## config.mk

```make
export PLATFORM = sky130hd
export DESIGN_NAME = counter_display_top
export DESIGN_NICKNAME = d
export VERILOG_FILES = /design/src/common/counter_pkg.sv /design/src/counter/count_digit.sv /design/src/display/display_scan.sv /design/src/display/seg_decoder.sv /design/src/counter_control.sv /design/src/counter_display_top.sv
export SDC_FILE = /design/constraint.sdc
export NUM_CORES = 1
export LEC_CHECK = 0
export BUFFER_PORTS_ARGS = -buffer_cell sky130_fd_sc_hd__buf_2
export CORE_ASPECT_RATIO = 1.75
export CORE_MARGIN = 1
export CORE_UTILIZATION = 40
export CTS_CLUSTER_DIAMETER = 50
export CTS_CLUSTER_SIZE = 14
export DETAILED_ROUTE_END_ITERATION = 10
export RECOVER_POWER = 50
export SYNTH_ARGS = -nofsm -noshare
export SYNTH_HDL_FRONTEND = slang
export SYNTH_HIERARCHICAL = 1
export SYNTH_SLANG_ARGS = --single-unit
export TNS_END_PERCENT = 1
```

## constraint.sdc

```tcl
create_clock -name clk -period 3.52 [get_ports clk]
set_input_delay 0.528 -clock clk [delete_from_list [all_inputs] [get_ports clk]]
set_output_delay 0.528 -clock clk [all_outputs]
set_load 0.02 [all_outputs]
```

## src/common/counter_pkg.sv

```systemverilog
package counter_pkg;

    ///////////////////////////////////////////////////////////////////////
    // sizes and rates
    ///////////////////////////////////////////////////////////////////////

    localparam int num_digits = 4;                       // ones .. thousands

    // rate divider base, limit = tick_base >> speed
    localparam logic [31:0] tick_base = 32'd100_000_000; // one second at 100 MHz

    // refresh counter width, digit advances on each wrap
    localparam int scan_div_bits = 17;

    ///////////////////////////////////////////////////////////////////////
    // modes and selections
    ///////////////////////////////////////////////////////////////////////

    // wrap point per digit
    typedef enum logic
    {
        mode_decimal = 1'b0,  // wraps at 9
        mode_hex     = 1'b1   // wraps at 15
    } count_mode_t;

    typedef enum logic
    {
        dir_up   = 1'b0,
        dir_down = 1'b1
    } count_dir_t;

    // which digit the scan is showing
    typedef enum logic [1:0]
    {
        digit_ones      = 2'd0,
        digit_tens      = 2'd1,
        digit_hundreds  = 2'd2,
        digit_thousands = 2'd3
    } digit_sel_t;

endpackage

```

## src/counter/count_digit.sv

```systemverilog
module count_digit
    import counter_pkg::*;
(
    input  logic        clk,
    input  logic        reset,
    input  count_mode_t digit_mode,
    input  count_dir_t  digit_dir,
    input  logic        step,         // advance one count this edge
    input  logic        load_digits,  // take load_num this edge
    input  logic [3:0]  load_num,
    output logic [3:0]  count,
    output logic        at_limit      // next step carries into the digit above
);

    logic [3:0] max_val;    // 9 or 15 by mode
    logic [3:0] load_val;   // load_num after decimal clamp
    logic [3:0] next_up;
    logic [3:0] next_down;

    assign max_val = (digit_mode == mode_hex) ? 4'd15 : 4'd9;

    // decimal loads above 9 are held at 9
    assign load_val = (digit_mode == mode_decimal && load_num > 4'd9) ? 4'd9 : load_num;

    //////////////////////////////////////////////////////////////////////
    // next values
    //////////////////////////////////////////////////////////////////////

    // up: anything at or past the wrap point goes back to 0
    assign next_up = (count >= max_val) ? 4'd0 : count + 4'd1;

    // down: 0 wraps to the top, stray decimal values just decrement
    assign next_down = (count == 4'd0) ? max_val : count - 4'd1;

    // carry condition follows direction
    assign at_limit = (digit_dir == dir_up) ? (count >= max_val)   // >9 in decimal carries too
                                            : (count == 4'd0);

    //////////////////////////////////////////////////////////////////////
    // digit register
    //////////////////////////////////////////////////////////////////////

    always_ff @(posedge clk or posedge reset)
    begin
        if (reset)
        begin
            count <= 4'd0;
        end
        else if (load_digits)
        begin
            count <= load_val;             // load has priority
        end
        else if (step)
        begin
            if (digit_dir == dir_up)
            begin
                count <= next_up;
            end
            else
            begin
                count <= next_down;
            end
        end
    end

    // decimal load never leaves a non decimal digit behind
    a_dec_load_clamp: assert property (@(posedge clk) disable iff (reset)
        (load_digits && digit_mode == mode_decimal) |=> (count <= 4'd9));

endmodule

```

## src/display/display_scan.sv

```systemverilog
module display_scan
    import counter_pkg::*;
(
    input  logic       clk,
    input  logic       reset,
    input  logic [3:0] ones,
    input  logic [3:0] tens,
    input  logic [3:0] hundreds,
    input  logic [3:0] thousands,
    output logic [7:0] an,        // active low, upper four stay dark
    output logic [6:0] sseg       // active low, bit 0 is segment a
);

    logic [scan_div_bits-1:0] refresh_cnt;  // free running
    logic                     refresh_wrap; // last count before wrap
    digit_sel_t               sel_q;        // digit being shown
    logic [3:0]               shown;        // value of that digit

    //////////////////////////////////////////////////////////////////////
    // refresh counter and digit select
    //////////////////////////////////////////////////////////////////////

    assign refresh_wrap = &refresh_cnt;

    always_ff @(posedge clk or posedge reset)
    begin
        if (reset)
        begin
            refresh_cnt <= '0;
            sel_q       <= digit_ones;
        end
        else
        begin
            refresh_cnt <= refresh_cnt + 1'b1;
            if (refresh_wrap)
            begin
                sel_q <= digit_sel_t'(sel_q + 2'd1);  // thousands rolls to ones
            end
        end
    end

    //////////////////////////////////////////////////////////////////////
    // digit mux and anode drive
    //////////////////////////////////////////////////////////////////////

    always_comb
    begin
        case (sel_q)
            digit_ones:      begin shown = ones;      an = 8'b1111_1110; end
            digit_tens:      begin shown = tens;      an = 8'b1111_1101; end
            digit_hundreds:  begin shown = hundreds;  an = 8'b1111_1011; end
            digit_thousands: begin shown = thousands; an = 8'b1111_0111; end
            default:         begin shown = 4'd0;      an = 8'b1111_1111; end
        endcase
    end

    seg_decoder u_seg_decoder
    (
        .digit (shown),
        .sseg  (sseg)
    );

    // one lit anode among the low four, never the upper ones
    a_one_anode: assert property (@(posedge clk) disable iff (reset)
        (an[7:4] == 4'hf) && $onehot(~an[3:0]));

endmodule

```

## src/display/seg_decoder.sv

```systemverilog
module seg_decoder
(
    input  logic [3:0] digit,   // one hex digit
    output logic [6:0] sseg     // {g,f,e,d,c,b,a}, low lights a segment
);

    // hex glyph table
    always_comb
    begin
        case (digit)
            4'h0:    sseg = 7'b100_0000;
            4'h1:    sseg = 7'b111_1001;  // b c
            4'h2:    sseg = 7'b010_0100;
            4'h3:    sseg = 7'b011_0000;
            4'h4:    sseg = 7'b001_1001;
            4'h5:    sseg = 7'b001_0010;
            4'h6:    sseg = 7'b000_0010;
            4'h7:    sseg = 7'b111_1000;  // a b c
            4'h8:    sseg = 7'b000_0000;  // all on
            4'h9:    sseg = 7'b001_0000;

            // letters, b and d in lower case so they differ from 8 and 0
            4'ha:    sseg = 7'b000_1000;
            4'hb:    sseg = 7'b000_0011;
            4'hc:    sseg = 7'b100_0110;
            4'hd:    sseg = 7'b010_0001;
            4'he:    sseg = 7'b000_0110;
            4'hf:    sseg = 7'b000_1110;
            default: sseg = 7'b111_1111;  // blank on unknown input
        endcase
    end

endmodule

```

## src/counter_control.sv

```systemverilog
module counter_control
    import counter_pkg::*;
(
    input  logic                  clk,
    input  logic                  reset,
    input  count_mode_t           mode,        // decimal or hex
    input  logic                  enable,      // count while high
    input  count_dir_t            direction,   // up or down
    input  logic                  load,        // load strobe, any edge
    input  logic [4:0]            speed,       // rate setting, 31 is fastest
    input  logic [num_digits-1:0] at_limit,    // per digit carry out
    output logic [num_digits-1:0] step,        // per digit step strobe
    output logic                  load_digits, // load strobe to all digits
    output count_mode_t           digit_mode,
    output count_dir_t            digit_dir
);

    logic [31:0] div_cnt;   // rate divider
    logic [31:0] limit;     // terminal value for the current speed
    logic        tick;      // one cycle pace pulse
    logic        carry;     // running carry through the chain
    count_mode_t mode_q;
    count_dir_t  dir_q;

    //////////////////////////////////////////////////////////////////////
    // rate divider
    //////////////////////////////////////////////////////////////////////

    assign limit = tick_base >> speed;   // speed 31 gives 0, tick every cycle
    assign tick  = (div_cnt >= limit);   // >= so a speed change never overshoots

    always_ff @(posedge clk or posedge reset)
    begin
        if (reset)
        begin
            div_cnt <= '0;
        end
        else if (tick)
        begin
            div_cnt <= '0;               // restart after the tick cycle
        end
        else
        begin
            div_cnt <= div_cnt + 32'd1;
        end
    end

    //////////////////////////////////////////////////////////////////////
    // mode and direction, registered once for all digits
    //////////////////////////////////////////////////////////////////////

    always_ff @(posedge clk or posedge reset)
    begin
        if (reset)
        begin
            mode_q <= mode_decimal;
            dir_q  <= dir_up;
        end
        else
        begin
            mode_q <= mode;
            dir_q  <= direction;
        end
    end

    assign digit_mode = mode_q;
    assign digit_dir  = dir_q;

    //////////////////////////////////////////////////////////////////////
    // step chain
    //////////////////////////////////////////////////////////////////////

    // digit k steps when every lower digit sits at its limit
    always_comb
    begin
        carry = 1'b1;                           // ones digit has no lower digit
        for (int k = 0; k < num_digits; k++)
        begin
            step[k] = tick & enable & ~load & carry;   // load beats step
            carry   = carry & at_limit[k];
        end
    end

    assign load_digits = load;   // loads do not wait for a tick

    // steps only come with the pace pulse
    a_step_needs_tick: assert property (@(posedge clk) disable iff (reset)
        (|step) |-> tick);

    // carries ripple from the ones digit upward, never skip a digit
    generate
        for (genvar k = 1; k < num_digits; k++)
        begin : g_chain_chk
            a_step_chain: assert property (@(posedge clk) disable iff (reset)
                step[k] |-> step[k-1]);
        end
    endgenerate

    a_no_step_on_load: assert property (@(posedge clk) disable iff (reset)
        !((|step) && load_digits));

endmodule

```

## src/counter_display_top.sv

```systemverilog
module counter_display_top
    import counter_pkg::*;
(
    input  logic       clk,
    input  logic       reset,
    input  logic       mode,       // 0 decimal, 1 hex
    input  logic       enable,
    input  logic       direction,  // 0 up, 1 down
    input  logic       load,
    input  logic [3:0] load_num,
    input  logic [4:0] speed,
    output logic [6:0] sseg,
    output logic [7:0] an
);

    logic [num_digits-1:0] step;         // per digit step strobes
    logic [num_digits-1:0] at_limit;     // per digit carries
    logic                  load_digits;
    count_mode_t           digit_mode;
    count_dir_t            digit_dir;
    logic [3:0]            count [num_digits];  // index 0 is ones

    //////////////////////////////////////////////////////////////////////
    // control
    //////////////////////////////////////////////////////////////////////

    counter_control u_counter_control
    (
        .clk         (clk),
        .reset       (reset),
        .mode        (count_mode_t'(mode)),
        .enable      (enable),
        .direction   (count_dir_t'(direction)),
        .load        (load),
        .speed       (speed),
        .at_limit    (at_limit),
        .step        (step),
        .load_digits (load_digits),
        .digit_mode  (digit_mode),
        .digit_dir   (digit_dir)
    );

    //////////////////////////////////////////////////////////////////////
    // digits
    //////////////////////////////////////////////////////////////////////

    generate
        for (genvar k = 0; k < num_digits; k++)
        begin : g_digit
            count_digit u_count_digit
            (
                .clk         (clk),
                .reset       (reset),
                .digit_mode  (digit_mode),
                .digit_dir   (digit_dir),
                .step        (step[k]),
                .load_digits (load_digits),
                .load_num    (load_num),   // same value into every digit
                .count       (count[k]),
                .at_limit    (at_limit[k])
            );
        end
    endgenerate

    //////////////////////////////////////////////////////////////////////
    // display
    //////////////////////////////////////////////////////////////////////

    display_scan u_display_scan
    (
        .clk       (clk),
        .reset     (reset),
        .ones      (count[0]),
        .tens      (count[1]),
        .hundreds  (count[2]),
        .thousands (count[3]),
        .an        (an),
        .sseg      (sseg)
    );

endmodule
```

---- Word-level counts from Yosys, hierarchy flattened ----
Memory sizes are Yosys's and may differ from the RTL's.
Cells that the tools add are included.
cells by class
  reductions and logical operators ........ 11
  equal/unequal tests ..................... 3
  mux-type cells .......................... 28
  bitwise operators ....................... 9
  add/subtract/negate cells ............... 11
  order comparisons ....................... 6
  shift-type cells ........................ 1
operators by type and width
  kind                     number
  $mux W4                  21
  $add A32 B1 Y32 const B  1
  $ge A32 B32 Y1           1
  $mux W32                 1
  $pmux W8 S4              1
  $shr A27 B5 Y32 const A  1
  $add A17 B1 Y17 const B  1
  $reduce_and A17 Y1       1
  $add A4 B1 Y4 const B    4
  $ge A4 B4 Y1             4
  $logic_not A4 Y1         4
  $pmux W4 S4              1
  $sub A4 B1 Y4 const B    4
  $reduce_bool A2 Y1       4
  $and A1 B1 Y1            7
  $eq A2 B2 Y1 const B     2
  $gt A4 B4 Y1 const B     1
  $mux W1                  3
  $mux W3                  1
  $add A2 B1 Y2 const B    1
  $eq A2 B1 Y1 const B     1
  $logic_not A2 Y1         1
  $not A1 Y1               2
  $logic_and A1 B1 Y1      1
word-level totals
  bits in read-only memories .............. 112
  register bits after elaboration ......... 69
  output and inout port bits .............. 15
  memories kept ........................... 1
  logic and storage cells ................. 79
  input bits .............................. 15
memory list
  name              depth  width  rd ports  clocked after memory_dff  write ports  line               text
  (name not given)  16     7      1         0                         0            seg_decoder.sv:10  case (digit)

---- Longest topological paths before layout ----
  depth in word-level cells ............... 8
  mapped depth ............................ 18
  mapped depth without buffers ............ 16

---- Hierarchy ----
The synthesis kept the hierarchy.
by module, submodules not included
  module           area each (um2)  seq. area each (um2)  instances  cells an instance
  counter_control  2622.5           850.8                 1          315
  count_digit      447.9            100.1                 4          55
  display_scan     974.7            475.5                 1          90
  seg_decoder      271.5            0.0                   1          35

---- Worst setup path before layout ----
OpenSTA, ideal clock, no wires.
  path type ............................... input-to-reg
  from .................................... input port speed[4]
  to ...................................... register g_digit[2].u_count_digit.count[2]
  setup slack ............................. -296 ps
  data required time ...................... 3397 ps
  data arrival time ....................... 3693 ps
  cell stages on the path ................. 17
  setup time .............................. 123 ps
  path buffers ............................ 2
  cells stage by stage .................... clkbuf_1 clkinv_1 a21oi_1 o22ai_1 nor2_1 ha_1 nand2b_4 a2111oi_4 o21ai_1 a2111oi_2 o41ai_2 buf_6 and3_1 nor2b_1 a31o_2 a31oi_1 o2bb2ai_1
on the way
  longest elaborated chain between the ends .. 6
RTL lines
  what                                 line                       text
  start, declared                      counter_display_top.sv:11  input logic [4:0] speed,
  $shr A27 B5 Y32                      counter_control.sv:29      assign limit = tick_base >> speed;
  $ge A32 B32 Y1                       counter_control.sv:30      assign tick = (div_cnt >= limit);
  $and A1 B1 Y1 (3 in a row)           counter_control.sv:79      step[k] = tick & enable & ~load & carry;
  named net step[2]                    counter_display_top.sv:16  logic [num_digits-1:0] step;
  $reduce_bool A2 Y1 (no source line)  n/a
  end signal, assigned                 count_digit.sv:51          count <= load_val;
  end signal, assigned                 count_digit.sv:57          count <= next_up;
  end signal, assigned                 count_digit.sv:61          count <= next_down;
  end, declared                        count_digit.sv:11          output logic [3:0] count,
The timed path passes the listed nets, and every way through them passes these cells.
A chain may end at the register's enable or synchronous reset.

---- Final worst setup path ----
  from .................................... input port speed[0]
  to ...................................... register g_digit[3].u_count_digit.count[2]
on the way
  longest elaborated chain between the ends .. 6
RTL lines
  what                                 line
  $shr A27 B5 Y32                      counter_control.sv:29
  $ge A32 B32 Y1                       counter_control.sv:30
  $and A1 B1 Y1 (3 in a row)           counter_control.sv:79
  named net step[3]                    counter_display_top.sv:16
  $reduce_bool A2 Y1 (no source line)  n/a
  end signal, assigned                 count_digit.sv:51
  end signal, assigned                 count_digit.sv:57
  end signal, assigned                 count_digit.sv:61
  end, declared                        count_digit.sv:11
The timed path passes the listed nets, and every way through them passes these cells.

==> summary.md <==
| Metric | Value |
|---|---|
| Top-Level Pins | `30` |
| Worst vdd ir | `0.220 mV` |
| Fill cells | `around 1400` |
| First-pass GRT wire length | `24200 um` |
| Post-DP HPWL | `11300 um` |
| Clock Skews | `roughly 0.005 ns` |
| Post-CTS Hold Buffers | `0` |
| Critical Path RT | `around 3.8 ns` |
| Final Hold Vio Count | `0` |
| Max-Slew Margin vs Limit | `-19.2%` |
| Starting density of the core | `between 40% and 50%` |
| Critical Path, Cell by Cell | `clkbuf_4 -> buf_4 -> buf_4 -> a21oi_1 -> o21ai_0 -> ha_1 -> nand4_1 -> a21oi_1 -> a2111oi_2 -> buf_4 -> o41ai_4 -> and4_1 -> nor2b_1 -> a31o_2 -> a31oi_1 -> o2bb2ai_1` |
| CTS root buffer | `clkbuf_16` |
| Via count | `4985` |
| M2 GR Usage | `about 40%` |
| Most frequent CP cell | `buf_4` |
| Setup slack after layout | `between 0.15 and 0.2 ns` |
| Placement Rows | `between 50 and 60` |
| Hold Crit Class | `input pin to async pin` |
| Area Overhead vs Synth | `16.8%` |
| Worst Setup Start Kind | `input pin` |
| Clk slew on worst S/H paths | `roughly 0.05 ns` |
| Drt drc | `0` |
| Measured slew at the worst slew-check pin | `~1.8 ns` |
| Post-route ant nets | `0` |
| H-tree depth | `3` |
| R2r worst-path depth | `13` |
| All-layer global routing usage | `20.6%` |
| Setup TNS | `0 ns` |
| CTS Buf Count | `9` |
| Critical-path top delay cell | `o41ai_4` |
| Die width | `91.9 um` |
| Syn Inst Count | `between 600 and 700` |
| GRT overflow | `0` |
| Pre-antenna DRT Iters | `4` |
| Die footprint | `around 15000 sq um` |
| Area of the mapped netlist | `around 5700 sq um` |
| Final GP Congestion | `roughly 0.9` |
| Via density | `~5.5` |
| Vias in the first global route | `just over 5000` |
| Crit-path max FO | `11` |
| Pins Over Slew Limit | `34` |
| # diodes | `0` |
| Max_cap viols | `1` |
| Failing checks | `max-capacitance violations, max-slew violations` |
| Place WS | `-0.186 ns` |
| # port buffers | `25` |
| Final net count | `around 790` |
| Routed length per instance | `around 16 um` |
| CP endpoint kind | `flop` |
| Status | `complete, but fails checks` |
| Core area | `13800 sq um` |
| Clock latency on the worst-skew pair | `about 0.33 ns` |
| CP peak stage delay | `0.34 ns` |
| Unrepaired setup endpoints after global routing | `true` |
| Chip height | `about 160 um` |
| Proportion of layout cells with a drive suffix above 1 | `between 10% and 20%` |
| Final setup violation count | `0` |
| Post-route clock period utilization | `a little over nine tenths` |
| Arrival @ worst endpoint | `3.58 ns` |
| Tmin final | `approximately 3.3 ns` |
| Final wirelength | `between 10000 and 15000 um` |
| Initial DRC Count | `between 150 and 200` |
| Initial antenna violation count | `0` |
| Mean Syn Cell Area | `8.58 sq um` |
| Leak Pwr | `3.11 nW` |
| Clock sinks | `69` |
| Clock Tree Buf Depth | `2` |
| PwrDens | `348 nW/um^2` |
| Met3 global-route usage | `2.44%` |
| Layer with the highest usage | `met2` |
| Largest net degree at the start of global routing | `43` |
| Max frequency | `0.301 GHz` |
| CTS tree | `built` |
| Crit path kind | `input pin to flop` |
| Synth warn | `6` |
| GR Util met1 | `between 20% and 30%` |
flip-flops by register name (all words and copies together) (netlist names):
register / count
g_digit.u_count_digit/count: 16
u_counter_control/digit_dir: 1
u_counter_control/digit_mode: 1
u_counter_control/div_cnt: 32
u_display_scan/refresh_cnt: 17
u_display_scan/sel_q: 2
where the power goes:
part,leakage [nW],internal [mW],switching [mW]
combinational,2.07,0.238,0.311
clock,0.138,0.543,0.333
sequential,0.906,0.818,0.0594
total,3.11,1.60,0.703
cell type report:
type                    count  area (sq um)  area share, %
clock buffers               9           225           3.41
clock inverters             6          63.8          0.966
inverters                  48           184           2.78
multi-input cells         515          3640           55.1
flip-flops and latches     69          1730           26.1
well taps                 177           221           3.35
repair buffers             77           547           8.27
layer usage:
layer	vias to the layer above	routed length [um]	part of all wire (%)
met5	-	0	0
met4	0	500	3.5
met3	29	318	2.2
met2	94	8150	57
met1	2410	5400	38
li1	2452	-	-
through the flow:
| stage | power, mW | utilization (%) | std cells | area (sq um) | hold WS [ns] |
|---|---|---|---|---|---|
| 2_1_floorplan | 1.28 | - | 665 | 5730 | 0.294 |
| 4_1_cts | 2.32 | 47.3 | 901 | 6540 | 0.113 |
| 5_1_grt | 2.44 | 47.8 | 901 | 6610 | 0.189 |
| 6_report | 2.30 | 47.8 | 901 | 6610 | 0.178 |
| 3_5_place_dp | 1.43 | 45.2 | 886 | 6250 | 0.459 |
| 3_3_place_gp | 1.41 | 45.2 | 886 | 6250 | 0.448 |
worst max-delay path: cells and delay by family:
| kind | cells | cell delay, ns |
|---|---|---|
| AO/OA/AOI/OAI | 8 | 1.35 |
| adder cells (fa/ha/maj) | 1 | 0.33 |
| buffers and inverters | 4 | 0.68 |
| AND/OR/NAND/NOR | 3 | 0.68 |
cell usage in the layout (no fill, tap or decap), types with 13 or more instances in the layout:
cell type and count:
nor2_1 71, dfrtp_1 69, ha_1 57, nand2_1 52
buf_4 50, inv_1 43, a21oi_1 34, nand3_1 29
o21ai_0 27, xor2_1 25, buf_2 21, xnor2_1 20
and3_1 19, nand4_1 13
path summary, 6_finish.rpt:
| check | from | slack [ns] | end |
|---|---|---|---|
| max | speed[0] | 0.19 | g_digit[3].u_count_digit/count[2] |
| min | reset | 0.18 | u_counter_control/digit_mode |
| max reg2reg | u_counter_control/div_cnt[0] | 0.54 | g_digit[3].u_count_digit/count[2] |
| min reg2reg | u_display_scan/refresh_cnt[10] | 0.46 | u_display_scan/refresh_cnt[10] |
| max in group asynchronous | reset | 1.46 | u_counter_control/div_cnt[3] |
| min in group clk | mode | 0.30 | u_counter_control/digit_mode |
timing repair:
item,CTS,global route
gates resized for setup,0,21
endpoints found under the setup margin,0,15
buffers inserted,0,0
No activity file was read; power rests on OpenSTA's default activity.
